File: config.mk
export PLATFORM = sky130hd
export DESIGN_NAME = fetch_front_end
export DESIGN_NICKNAME = d
export VERILOG_FILES = /design/src/logic/fetch_pkg.sv /design/src/logic/fetch_ctrl.sv /design/src/logic/fetch_front_end.sv /design/src/logic/immediate_reader.sv /design/src/logic/ip_counter.sv /design/src/logic/prefetch_queue.sv
export SDC_FILE = /design/constraint.sdc
export NUM_CORES = 1
export LEC_CHECK = 0
export ABC_CLOCK_PERIOD_IN_PS = 3000
export BUFFER_PORTS_ARGS = -buffer_cell sky130_fd_sc_hd__buf_2
export CAP_MARGIN = 15
export CORE_AREA = 2 2 121 123
export CTS_CLUSTER_SIZE = 40
export DETAILED_ROUTE_END_ITERATION = 10
export DIE_AREA = 0 0 123 125
export PLACE_DENSITY = 0.84
export SKIP_CTS_REPAIR_TIMING = 1
export SYNTH_ARGS = -nofsm -noshare
export SYNTH_HDL_FRONTEND = slang
export SYNTH_SLANG_ARGS = --single-unit
File: constraint.sdc
create_clock -name clk -period 3 [get_ports clk]
set_input_delay 0.15 -clock clk [delete_from_list [all_inputs] [get_ports clk]]
set_output_delay 0.15 -clock clk [all_outputs]
set_load 0.02 [all_outputs]
File: src/logic/fetch_pkg.sv
`default_nettype none

package fetch_pkg;

    // Basic widths
    typedef logic [7:0] byte_t;
    typedef logic [15:0] word_t;

    // Physical address bits 19:1 of a bus word
    typedef logic [19:1] phys_word_addr_t;

    // Segment and offset load, redirects fetch
    typedef struct packed {
        logic load;
        word_t cs;
        word_t ip;
    } cs_ip_load_t;

    // Instruction bus request from the front end
    typedef struct packed {
        logic access;
        phys_word_addr_t addr;
    } instr_req_t;

    // Instruction bus response from memory
    typedef struct packed {
        logic ack;
        word_t data;
    } instr_rsp_t;

    // Immediate read request
    typedef struct packed {
        logic start;
        logic is_8bit;
    } immed_req_t;

    // Values after reset
    localparam word_t RESET_CS = 16'hffff;
    localparam word_t RESET_IP = 16'h0000;

    // Prefetch queue size in bytes
    localparam int DEFAULT_QUEUE_DEPTH = 6;

endpackage

`default_nettype wire

File: src/logic/fetch_ctrl.sv
`timescale 1ns/100ps
`default_nettype none

module fetch_ctrl (
    input  logic                     clk,
    input  logic                     rst,
    input  fetch_pkg::cs_ip_load_t   cs_ip_load,
    output fetch_pkg::instr_req_t    instr_req,
    input  fetch_pkg::instr_rsp_t    instr_rsp,
    output logic                     queue_wr_en,
    output fetch_pkg::byte_t         queue_wr_data,
    input  logic                     queue_nearly_full
);

    typedef enum logic [1:0] {
        IDLE,
        ACCESS,
        WRITE_LO,
        WRITE_HI
    } state_t;

    state_t state;
    fetch_pkg::word_t cs_reg;
    fetch_pkg::word_t fetch_offset;
    fetch_pkg::word_t fetched_word;
    fetch_pkg::phys_word_addr_t addr_reg;
    logic stale;

    // cs * 16 + offset, wrapping at 1MB, word aligned
    function automatic fetch_pkg::phys_word_addr_t word_addr(
        input fetch_pkg::word_t seg,
        input fetch_pkg::word_t off
    );
        logic [19:0] phys;
        phys = {seg, 4'h0} + {4'h0, off};
        return phys[19:1];
    endfunction

    always_ff @(posedge clk) begin
        if (rst) begin
            state <= IDLE;
            cs_reg <= fetch_pkg::RESET_CS;
            fetch_offset <= fetch_pkg::RESET_IP;
            stale <= 1'b0;
        end else if (cs_ip_load.load) begin
            cs_reg <= cs_ip_load.cs;
            fetch_offset <= cs_ip_load.ip;
            if (state == ACCESS) begin
                // Bus cycle must finish, its data is dropped
                if (instr_rsp.ack) begin
                    state <= IDLE;
                    stale <= 1'b0;
                end else begin
                    stale <= 1'b1;
                end
            end else begin
                // Queue is flushed, so there is room
                state <= ACCESS;
                stale <= 1'b0;
            end
        end else begin
            case (state)
                IDLE: begin
                    if (!queue_nearly_full)
                        state <= ACCESS;
                end
                ACCESS: begin
                    if (instr_rsp.ack) begin
                        stale <= 1'b0;
                        if (stale)
                            state <= IDLE;
                        else if (fetch_offset[0])
                            state <= WRITE_HI;
                        else
                            state <= WRITE_LO;
                    end
                end
                WRITE_LO: begin
                    state <= WRITE_HI;
                end
                WRITE_HI: begin
                    // Next even offset
                    fetch_offset <= {fetch_offset[15:1], 1'b0} + 16'd2;
                    state <= IDLE;
                end
                default: begin
                    state <= IDLE;
                end
            endcase
        end
    end

    // Address held stable for the whole access
    always_ff @(posedge clk) begin
        if (cs_ip_load.load && state != ACCESS)
            addr_reg <= word_addr(cs_ip_load.cs, cs_ip_load.ip);
        else if (state == IDLE && !queue_nearly_full)
            addr_reg <= word_addr(cs_reg, fetch_offset);
    end

    always_ff @(posedge clk) begin
        if (state == ACCESS && instr_rsp.ack)
            fetched_word <= instr_rsp.data;
    end

    assign instr_req.access = (state == ACCESS);
    assign instr_req.addr = addr_reg;

    assign queue_wr_en = (state == WRITE_LO) || (state == WRITE_HI);
    assign queue_wr_data = (state == WRITE_LO) ? fetched_word[7:0] : fetched_word[15:8];

endmodule

`default_nettype wire

File: src/logic/fetch_front_end.sv
`timescale 1ns/100ps
`default_nettype none

module fetch_front_end #(
    parameter int queue_depth = fetch_pkg::DEFAULT_QUEUE_DEPTH
) (
    input  logic                   clk,
    input  logic                   rst,
    input  fetch_pkg::cs_ip_load_t cs_ip_load,
    output fetch_pkg::instr_req_t  instr_req,
    input  fetch_pkg::instr_rsp_t  instr_rsp,
    input  logic                   byte_rd_en,
    output fetch_pkg::byte_t       byte_data,
    output logic                   byte_empty,
    input  fetch_pkg::immed_req_t  immed_req,
    output logic                   immed_busy,
    output logic                   immed_complete,
    output fetch_pkg::word_t       immediate,
    output fetch_pkg::word_t       ip_current
);

    logic queue_wr_en;
    fetch_pkg::byte_t queue_wr_data;
    logic queue_nearly_full;
    logic queue_rd_en;
    fetch_pkg::byte_t queue_rd_data;
    logic queue_empty;
    logic immed_rd_en;
    logic ip_inc;

    // Opcode port and immediate reader share the queue
    assign queue_rd_en = byte_rd_en | immed_rd_en;
    // Count only bytes that were really taken
    assign ip_inc = queue_rd_en & ~queue_empty;

    assign byte_data = queue_rd_data;
    assign byte_empty = queue_empty;

    fetch_ctrl u_fetch_ctrl (
        .clk               (clk),
        .rst               (rst),
        .cs_ip_load        (cs_ip_load),
        .instr_req         (instr_req),
        .instr_rsp         (instr_rsp),
        .queue_wr_en       (queue_wr_en),
        .queue_wr_data     (queue_wr_data),
        .queue_nearly_full (queue_nearly_full)
    );

    prefetch_queue #(
        .queue_depth (queue_depth)
    ) u_prefetch_queue (
        .clk         (clk),
        .rst         (rst),
        .flush       (cs_ip_load.load),
        .wr_en       (queue_wr_en),
        .wr_data     (queue_wr_data),
        .rd_en       (queue_rd_en),
        .rd_data     (queue_rd_data),
        .empty       (queue_empty),
        .nearly_full (queue_nearly_full)
    );

    ip_counter u_ip_counter (
        .clk        (clk),
        .rst        (rst),
        .cs_ip_load (cs_ip_load),
        .inc        (ip_inc),
        .ip_current (ip_current)
    );

    immediate_reader u_immediate_reader (
        .clk           (clk),
        .rst           (rst),
        .immed_req     (immed_req),
        .busy          (immed_busy),
        .complete      (immed_complete),
        .immediate     (immediate),
        .queue_rd_en   (immed_rd_en),
        .queue_rd_data (queue_rd_data),
        .queue_empty   (queue_empty)
    );

endmodule

`default_nettype wire

File: src/logic/immediate_reader.sv
`timescale 1ns/100ps
`default_nettype none

module immediate_reader (
    input  logic                  clk,
    input  logic                  rst,
    input  fetch_pkg::immed_req_t immed_req,
    output logic                  busy,
    output logic                  complete,
    output fetch_pkg::word_t      immediate,
    output logic                  queue_rd_en,
    input  fetch_pkg::byte_t      queue_rd_data,
    input  logic                  queue_empty
);

    typedef enum logic [1:0] {
        IDLE,
        LOW_BYTE,
        HIGH_BYTE,
        DONE
    } state_t;

    state_t state;
    logic is_8bit;
    fetch_pkg::word_t immed_reg;
    logic reading;

    assign reading = (state == LOW_BYTE) || (state == HIGH_BYTE);

    // Pop as soon as a byte is there
    assign queue_rd_en = reading && !queue_empty;

    always_ff @(posedge clk) begin
        if (rst) begin
            state <= IDLE;
            is_8bit <= 1'b0;
        end else begin
            case (state)
                IDLE, DONE: begin
                    if (immed_req.start) begin
                        state <= LOW_BYTE;
                        is_8bit <= immed_req.is_8bit;
                    end else begin
                        state <= IDLE;
                    end
                end
                LOW_BYTE: begin
                    if (!queue_empty)
                        state <= is_8bit ? DONE : HIGH_BYTE;
                end
                HIGH_BYTE: begin
                    if (!queue_empty)
                        state <= DONE;
                end
                default: begin
                    state <= IDLE;
                end
            endcase
        end
    end

    // Little endian, 8-bit values zero extended
    always_ff @(posedge clk) begin
        if (state == LOW_BYTE && !queue_empty)
            immed_reg <= {8'h00, queue_rd_data};
        else if (state == HIGH_BYTE && !queue_empty)
            immed_reg[15:8] <= queue_rd_data;
    end

    assign busy = reading;
    assign complete = (state == DONE);
    assign immediate = immed_reg;

endmodule

`default_nettype wire

File: src/logic/ip_counter.sv
`timescale 1ns/100ps
`default_nettype none

module ip_counter (
    input  logic                   clk,
    input  logic                   rst,
    input  fetch_pkg::cs_ip_load_t cs_ip_load,
    input  logic                   inc,
    output fetch_pkg::word_t       ip_current
);

    fetch_pkg::word_t ip_reg;

    always_ff @(posedge clk) begin
        if (rst)
            ip_reg <= fetch_pkg::RESET_IP;
        else if (cs_ip_load.load)
            ip_reg <= cs_ip_load.ip;
        else if (inc)
            ip_reg <= ip_reg + 16'd1;   // wraps within the segment
    end

    assign ip_current = ip_reg;

endmodule

`default_nettype wire

File: src/logic/prefetch_queue.sv
`timescale 1ns/100ps
`default_nettype none

module prefetch_queue #(
    parameter int queue_depth = fetch_pkg::DEFAULT_QUEUE_DEPTH
) (
    input  logic             clk,
    input  logic             rst,
    input  logic             flush,
    input  logic             wr_en,
    input  fetch_pkg::byte_t wr_data,
    input  logic             rd_en,
    output fetch_pkg::byte_t rd_data,
    output logic             empty,
    output logic             nearly_full
);

    localparam int ptr_bits = $clog2(queue_depth);
    localparam int count_bits = $clog2(queue_depth + 1);

    fetch_pkg::byte_t mem [queue_depth];
    logic [ptr_bits-1:0] rd_ptr;
    logic [ptr_bits-1:0] wr_ptr;
    logic [count_bits-1:0] count;
    logic full;
    logic do_rd;
    logic do_wr;

    assign full = (count == count_bits'(queue_depth));
    assign empty = (count == '0);
    // At most one free slot
    assign nearly_full = (count >= count_bits'(queue_depth - 1));

    assign do_rd = rd_en && !empty;
    assign do_wr = wr_en && !full;

    assign rd_data = mem[rd_ptr];

    always_ff @(posedge clk) begin
        if (rst || flush) begin
            rd_ptr <= '0;
            wr_ptr <= '0;
            count <= '0;
        end else begin
            if (do_rd)
                rd_ptr <= (rd_ptr == ptr_bits'(queue_depth - 1)) ? '0 : rd_ptr + 1'b1;
            if (do_wr)
                wr_ptr <= (wr_ptr == ptr_bits'(queue_depth - 1)) ? '0 : wr_ptr + 1'b1;
            if (do_wr && !do_rd)
                count <= count + 1'b1;
            else if (do_rd && !do_wr)
                count <= count - 1'b1;
        end
    end

    always_ff @(posedge clk) begin
        if (do_wr && !flush)
            mem[wr_ptr] <= wr_data;
    end

endmodule

`default_nettype wire
# Yosys cells after proc, flatten, opt, wreduce, memory -nomap -nowiden

Memory sizes are Yosys's and may differ from the RTL's. A register that Yosys moved wholly into a read port is not among the register bits.
Index checks and enable logic that the tools add are counted.

$add $sub $neg: 8
Order comparisons: 1
Eq/ne operators: 14
Multiplexer cells: 33
Bitwise logic cells: 3
Reduce and logical (&&, ||, !) cells: 34

Operators by type and width:

| cell                  | number |
|---|---|
| $mux 16               | 4 |
| $add 20x16->20        | 2 |
| $mux 19               | 2 |
| $mux 3                | 6 |
| $add 16x1->16 const B | 1 |
| $add 16x2->16 const B | 1 |
| $mux 2                | 8 |
| $reduce_bool 2->1     | 6 |
| $logic_and 1x1->1     | 11 |
| $mux 1                | 10 |
| $add 3x1->3 const B   | 3 |
| $eq 3x3->1 const B    | 3 |
| $eq 2x2->1 const B    | 4 |
| $mux 8                | 1 |
| $pmux 2 s4            | 1 |
| $reduce_and 2->1      | 4 |
| $logic_not 1->1       | 6 |
| $pmux 2 s3            | 1 |
| $eq 2x1->1 const B    | 2 |
| $logic_not 2->1       | 2 |
| $ne 2x1->1 const B    | 2 |
| $ne 2x2->1 const B    | 2 |
| $ge 3x3->1 const B    | 1 |
| $logic_not 3->1       | 1 |
| other kinds (7)       | 9 |

Bits in registers: 114
Memory bits (writable): 48
Bits of input ports: 55
Output and inout port bits: 63
Logic and storage cells: 108
Memories: 1

Memories:

| memory               | depth | width | rd ports | clocked after memory_dff | wr ports | RTL line             | RTL |
|---|---|---|---|---|---|---|---|
| u_prefetch_queue.mem | 6     | 8     | 1        | 1                        | 1        | prefetch_queue.sv:21 | `fetch_pkg::byte_t mem [queue_depth];` |

# Depth between registers and ports, before layout

Depth after elaboration: 8
Depth in mapped cells: 12
Gate-level depth less buffers: 11

# By module

Synthesis repeated with hierarchy kept, for this count alone.

Cells, all modules: 748
Area total of the unflattened synthesis: 8,378.0 µm²

Modules (own cells, without submodules):

| module           | instances | cells an instance | area each (µm²) | seq. area each (µm²) |
|---|---|---|---|---|
| fetch_ctrl       | 1         | 447               | 4,281.6         | 1,751.7 |
| prefetch_queue   | 1         | 138               | 2,398.6         | 1,681.6 |
| ip_counter       | 1         | 112               | 984.7           | 320.3 |
| immediate_reader | 1         | 49                | 696.9           | 460.4 |
| fetch_front_end  | 1         | 2                 | 16.3            | 0.0 |

# Worst setup path after synthesis

Ideal clock, no wire load.

Path type: reg-to-reg
From: register u_prefetch_queue.count[0]
To: register u_prefetch_queue.count[2]
Library setup time: 0.071 ns
Arrival time: 2.326 ns
Required time: 2.929 ns
Setup slack: 0.604 ns
Cell stages (with the launch flop): 12
Path buffers: 2
Period minus slack after synthesis: 2.396 ns
Cell sequence: dfxtp_1 or3_1 buf_2 and2_1 buf_2 inv_1 ha_1 inv_1 fa_1 xor2_1 or3_1 a21oi_1

Cells in the longest elaborated chain, start to end: 8
Elaborated cells between the ends (all ways): 17
Those cells by class: add/sub: 2; eq/ne: 1; mux: 2; bitwise: 1; reduce/logical: 11

Ends and longest elaborated chain:

| element                                            | RTL line                                     | RTL |
|---|---|---|
| start, declared                                    | prefetch_queue.sv:24                         | `logic [count_bits-1:0] count;` |
| start signal, assigned                             | prefetch_queue.sv:50                         | `count <= count + 1'b1;` |
| start signal, assigned                             | prefetch_queue.sv:52                         | `count <= count - 1'b1;` |
| $logic_not 3->1                                    | prefetch_queue.sv:30                         | `assign empty = (count == '0);` |
| $logic_not 1->1                                    | immediate_reader.sv:31, prefetch_queue.sv:34 |  |
| $logic_and 1x1->1                                  | immediate_reader.sv:31                       | `assign queue_rd_en = reading && !queue_empty;` |
| $or 1x1->1                                         | fetch_front_end.sv:32                        | `assign queue_rd_en = byte_rd_en \| immed_rd_en;` |
| $logic_and 1x1->1                                  | prefetch_queue.sv:34                         | `assign do_rd = rd_en && !empty;` |
| $logic_not 1->1                                    | prefetch_queue.sv:49                         | `if (do_wr && !do_rd)` |
| $logic_and 1x1->1                                  | prefetch_queue.sv:49                         |  |
| $mux 3 / $reduce_bool 2->1 (equally long branches) | -                                            |  |

Parallel ways exist; a longest one is shown, timed or not. The select of a mux whose other input is x is not followed.
A chain may end at the register's enable or synchronous reset.

# Worst setup path in the final report

From: input cs_ip_load[16] in the netlist's numbering
To: register u_fetch_ctrl.addr_reg[17], data pin

Cells in the longest elaborated chain, start to end: 2

Ends and longest elaborated chain:

| element              | RTL line             | RTL |
|---|---|---|
| start, declared      | fetch_front_end.sv:9 | `input fetch_pkg::cs_ip_load_t cs_ip_load,` |
| $add 20x16->20       | fetch_ctrl.sv:35     | `phys = {seg, 4'h0} + {4'h0, off};` |
| $mux 19              | fetch_ctrl.sv:95     | `if (cs_ip_load.load && state != ACCESS)` |
| end signal, assigned | fetch_ctrl.sv:96     | `addr_reg <= word_addr(cs_ip_load.cs, cs_ip_load.ip);` |
| end signal, assigned | fetch_ctrl.sv:98     | `addr_reg <= word_addr(cs_reg, fetch_offset);` |
| end, declared        | fetch_ctrl.sv:26     | `fetch_pkg::phys_word_addr_t addr_reg;` |

No other way between the ends.

==> out/qor.txt <==
worst reg-to-reg setup slack = 460 ps
CTS max path bufs = 2
fillcell total = 1007
Period minus WS final = 2690 ps
hold_ws = 4.77 ps
Sw Pwr = 0.00174 W
synthesized flop and latch total = 165
Reg2Reg Launch Point = u_fetch_ctrl.fetch_offset[4]
count of different cell masters after synthesis = 57
sequential power share = 44.8%
CTS tree = built
RSZ-0062 raised after global routing = false
clock network fraction of design power = 35.7%
share of cells above drive strength 1 = 22.1%
hold path endpoint = u_immediate_reader.is_8bit
combinational power share = 19.5%
Hold Path Depth = 3
area growth from synthesis to layout = 21.5%
Num CTS Buffers = 17
drt first pass iters = 5
synth warn = 0
Worst R2R End = u_fetch_ctrl.addr_reg[17]
worst-path fanout max = 3
min-delay worst type = in2reg
DRC = 0
total number of vias = 6029
die width = 123 µm
outcome = complete, no violations
initial antenna violation count = 1
final slew viol count = 0
Clock Tree Root = clkbuf_16
Most used DFF post-synth = edfxtp_1
fmax = 0.371 GHz
depth of the worst register-to-register path = 8
EDFF count, synth = 91
Layout Nets = 940
HPWL Detailed = 12800 µm
Tot GR Track Use = 24.4%
Async SR Flop Fraction = 0%
clock skew = 7.03 ps
initial core utilization = 55.3%
# port buffers = 117
clock-pin slew on the worst setup and hold paths = 60 ps
Final setup viols = 0
PD cells = 633 nW/µm²
H-tree Lvls = 4
leakage = 3.71 nW
Ports = 118
Clk Latency, worst-skew pair = 430 ps
syn avg cell area = 11.2 µm²
Peak VDD IR = 393 µV
gr ovfl total = 0
CP Capture Type = register
core area = 14200 µm²
Worst slew margin = 22.4%
Fin. Hold Viols = 0
Die H = 125 µm
Slew @ Worst Pin = 1160 ps
site row count = 44
WL/cell = 17.7 µm
Syn Nets = 789
post-synthesis sequential area ratio = 53.7%
die area = 15400 µm²
Final period util = 89.8%
internal power = 0.00430 W
largest net degree at the start of global routing = 40
crit path DAT = 2830 ps
Worst Hold Launch = immed_req[1]
RD Place Congestion = 0.914
Req. time, crit path = 3140 ps
Setup TNS = 0 ps
critical path startpoint category = input port
post-route ant nets = 0
total routed wirelength = 18600 µm
Max Cap Viol = 0
Initial DRC Count = 448
Post-Syn Area = 7850 µm²
Switching Fraction = 28.8%
vias per inst = 5.74
max FFs per register = 48
global-route wire length before repair = 28900 µm
Setup Crit Path Kind = in2reg
cells after synthesis = 701
CTS sink count = 165
vias in the first global route = 5711
cells by family (layout without fill, tap and decap cells):
logic type / Yosys count / count (layout) / share of synthesized area, %
AOI/OAI and AO/OA: 182 / 182 / 15.3
xor gates and xnor gates: 54 / 54 / 6.02
adders and majority gates: 33 / 33 / 5.54
buffers and inverters: 46 / 210 / 2.34
DFF: 165 / 165 / 53.7
muxes: 30 / 30 / 5.23
other: 0 / 1 / 0
and+or+nand+nor: 191 / 191 / 11.9
layout make-up:
cell class                 count  area, µm²  area share [%]
clock buffer                  19        433            4.54
clock inverter                13        148            1.55
multi-input combinational    490       3460            36.2
timing repair buffer         161        993            10.4
antenna                        1       2.50          0.0262
sequential                   165       4210            44.2
tap                          184        230            2.41
inverter                      17       63.8           0.669
layout by cell type, fill, tap and decap left out, types with 3 or more instances in the layout:
cell | synthesis | final
o21a_1 | 5 | 5
inv_6 | 0 | 3
nor2b_1 | 19 | 19
a211o_1 | 16 | 16
xnor2_1 | 23 | 23
clkbuf_16 | 0 | 17
dfxtp_1 | 74 | 74
nand3_1 | 24 | 24
nand4_1 | 7 | 7
a21oi_1 | 63 | 63
edfxtp_1 | 91 | 91
buf_2 | 3 | 117
o22ai_1 | 4 | 4
a21boi_0 | 8 | 8
dlygate4sd3_1 | 0 | 31
clkinv_2 | 0 | 3
mux2_2 | 8 | 8
o21ai_0 | 23 | 23
and4_1 | 3 | 3
and2_1 | 6 | 6
fa_1 | 3 | 3
nor3b_1 | 5 | 5
nand2_1 | 58 | 58
and3_1 | 4 | 4
nor2_1 | 46 | 45
a21o_1 | 9 | 9
xor2_1 | 31 | 31
nor3_1 | 7 | 7
inv_1 | 17 | 17
mux2i_1 | 14 | 14
o21bai_1 | 11 | 11
mux4_2 | 8 | 8
ha_1 | 30 | 30
o21ai_1 | 6 | 6
a211oi_1 | 16 | 16
buf_4 | 2 | 13
power by group through the flow:
stage / logic, W / registers [W] / clock network, W
global route: 0.00130 / 0.00273 / 0.00227
detailed placement: 0.00113 / 0.00275 / 0
CTS: 0.00114 / 0.00271 / 0.00218
finish: 0.00118 / 0.00271 / 0.00216
global placement: 0.00111 / 0.00275 / 0
floorplan: 0.000648 / 0.00288 / 0
per-stage QoR:
| stage | utilization (%) | setup WS, ps | total power [W] | instances | cell area [µm²] |
|---|---|---|---|---|---|
| after floorplan | - | 604 | 0.00353 | 701 | 7850 |
| after global placement | 60.9 | 450 | 0.00385 | 986 | 8650 |
| after detailed placement | 60.9 | 419 | 0.00388 | 986 | 8650 |
| after CTS | 65.0 | 476 | 0.00602 | 1018 | 9230 |
| after global routing | 67.2 | 100 | 0.00630 | 1049 | 9540 |
| final | 67.2 | 306 | 0.00604 | 1050 | 9540 |
worst max-delay path, stage by stage:
cell,delay (ps)
dlygate4sd3_1,520
buf_2,130
ha_1,240
fa_1,440
a211oi_1,430
nor2_1,90
o31ai_1,400
a211oi_1,160
xnor2_1,170
mux2i_1,90
synthesized netlist by cell type (9+ instances only):
library cell / n / area share, %
a211o_1: 16 / 1.8
nor2_1: 46 / 2.2
nand2_1: 58 / 2.8
nand3_1: 24 / 1.5
a211oi_1: 16 / 1.5
clkbuf_1: 22 / 1.1
xor2_1: 31 / 3.5
inv_1: 17 / 0.81
a21o_1: 9 / 0.86
dfxtp_1: 74 / 19
mux2i_1: 14 / 1.8
o21bai_1: 11 / 1.1
xnor2_1: 23 / 2.6
edfxtp_1: 91 / 35
o21ai_0: 23 / 1.5
a21oi_1: 63 / 4.0
ha_1: 30 / 4.8
nor2b_1: 19 / 1.5
metal layers:
metal / vias to the layer above / share of wire [%] / GRT usage, %
met5: - / 0 / 0
met4: 0 / 1.5 / 6.89
met1: 2884 / 44 / 33.9
li1: 2878 / - / -
met3: 28 / 7.3 / 6.75
met2: 239 / 47 / 37.7
worst max-delay path by stage:
stage                                       startpoint                        end  cells after the start
final                                   cs_ip_load[16]  u_fetch_ctrl.addr_reg[17]                     10
after global routing                    cs_ip_load[16]  u_fetch_ctrl.addr_reg[17]                     10
after CTS                 u_fetch_ctrl.fetch_offset[4]  u_fetch_ctrl.addr_reg[17]                      8
after detailed placement                 cs_ip_load[4]  u_fetch_ctrl.addr_reg[17]                      9
after global placement                   cs_ip_load[4]  u_fetch_ctrl.addr_reg[17]                      9
after floorplan              u_prefetch_queue.count[0]  u_prefetch_queue.count[2]                     11
No activity file was read; power rests on OpenSTA's default activity.
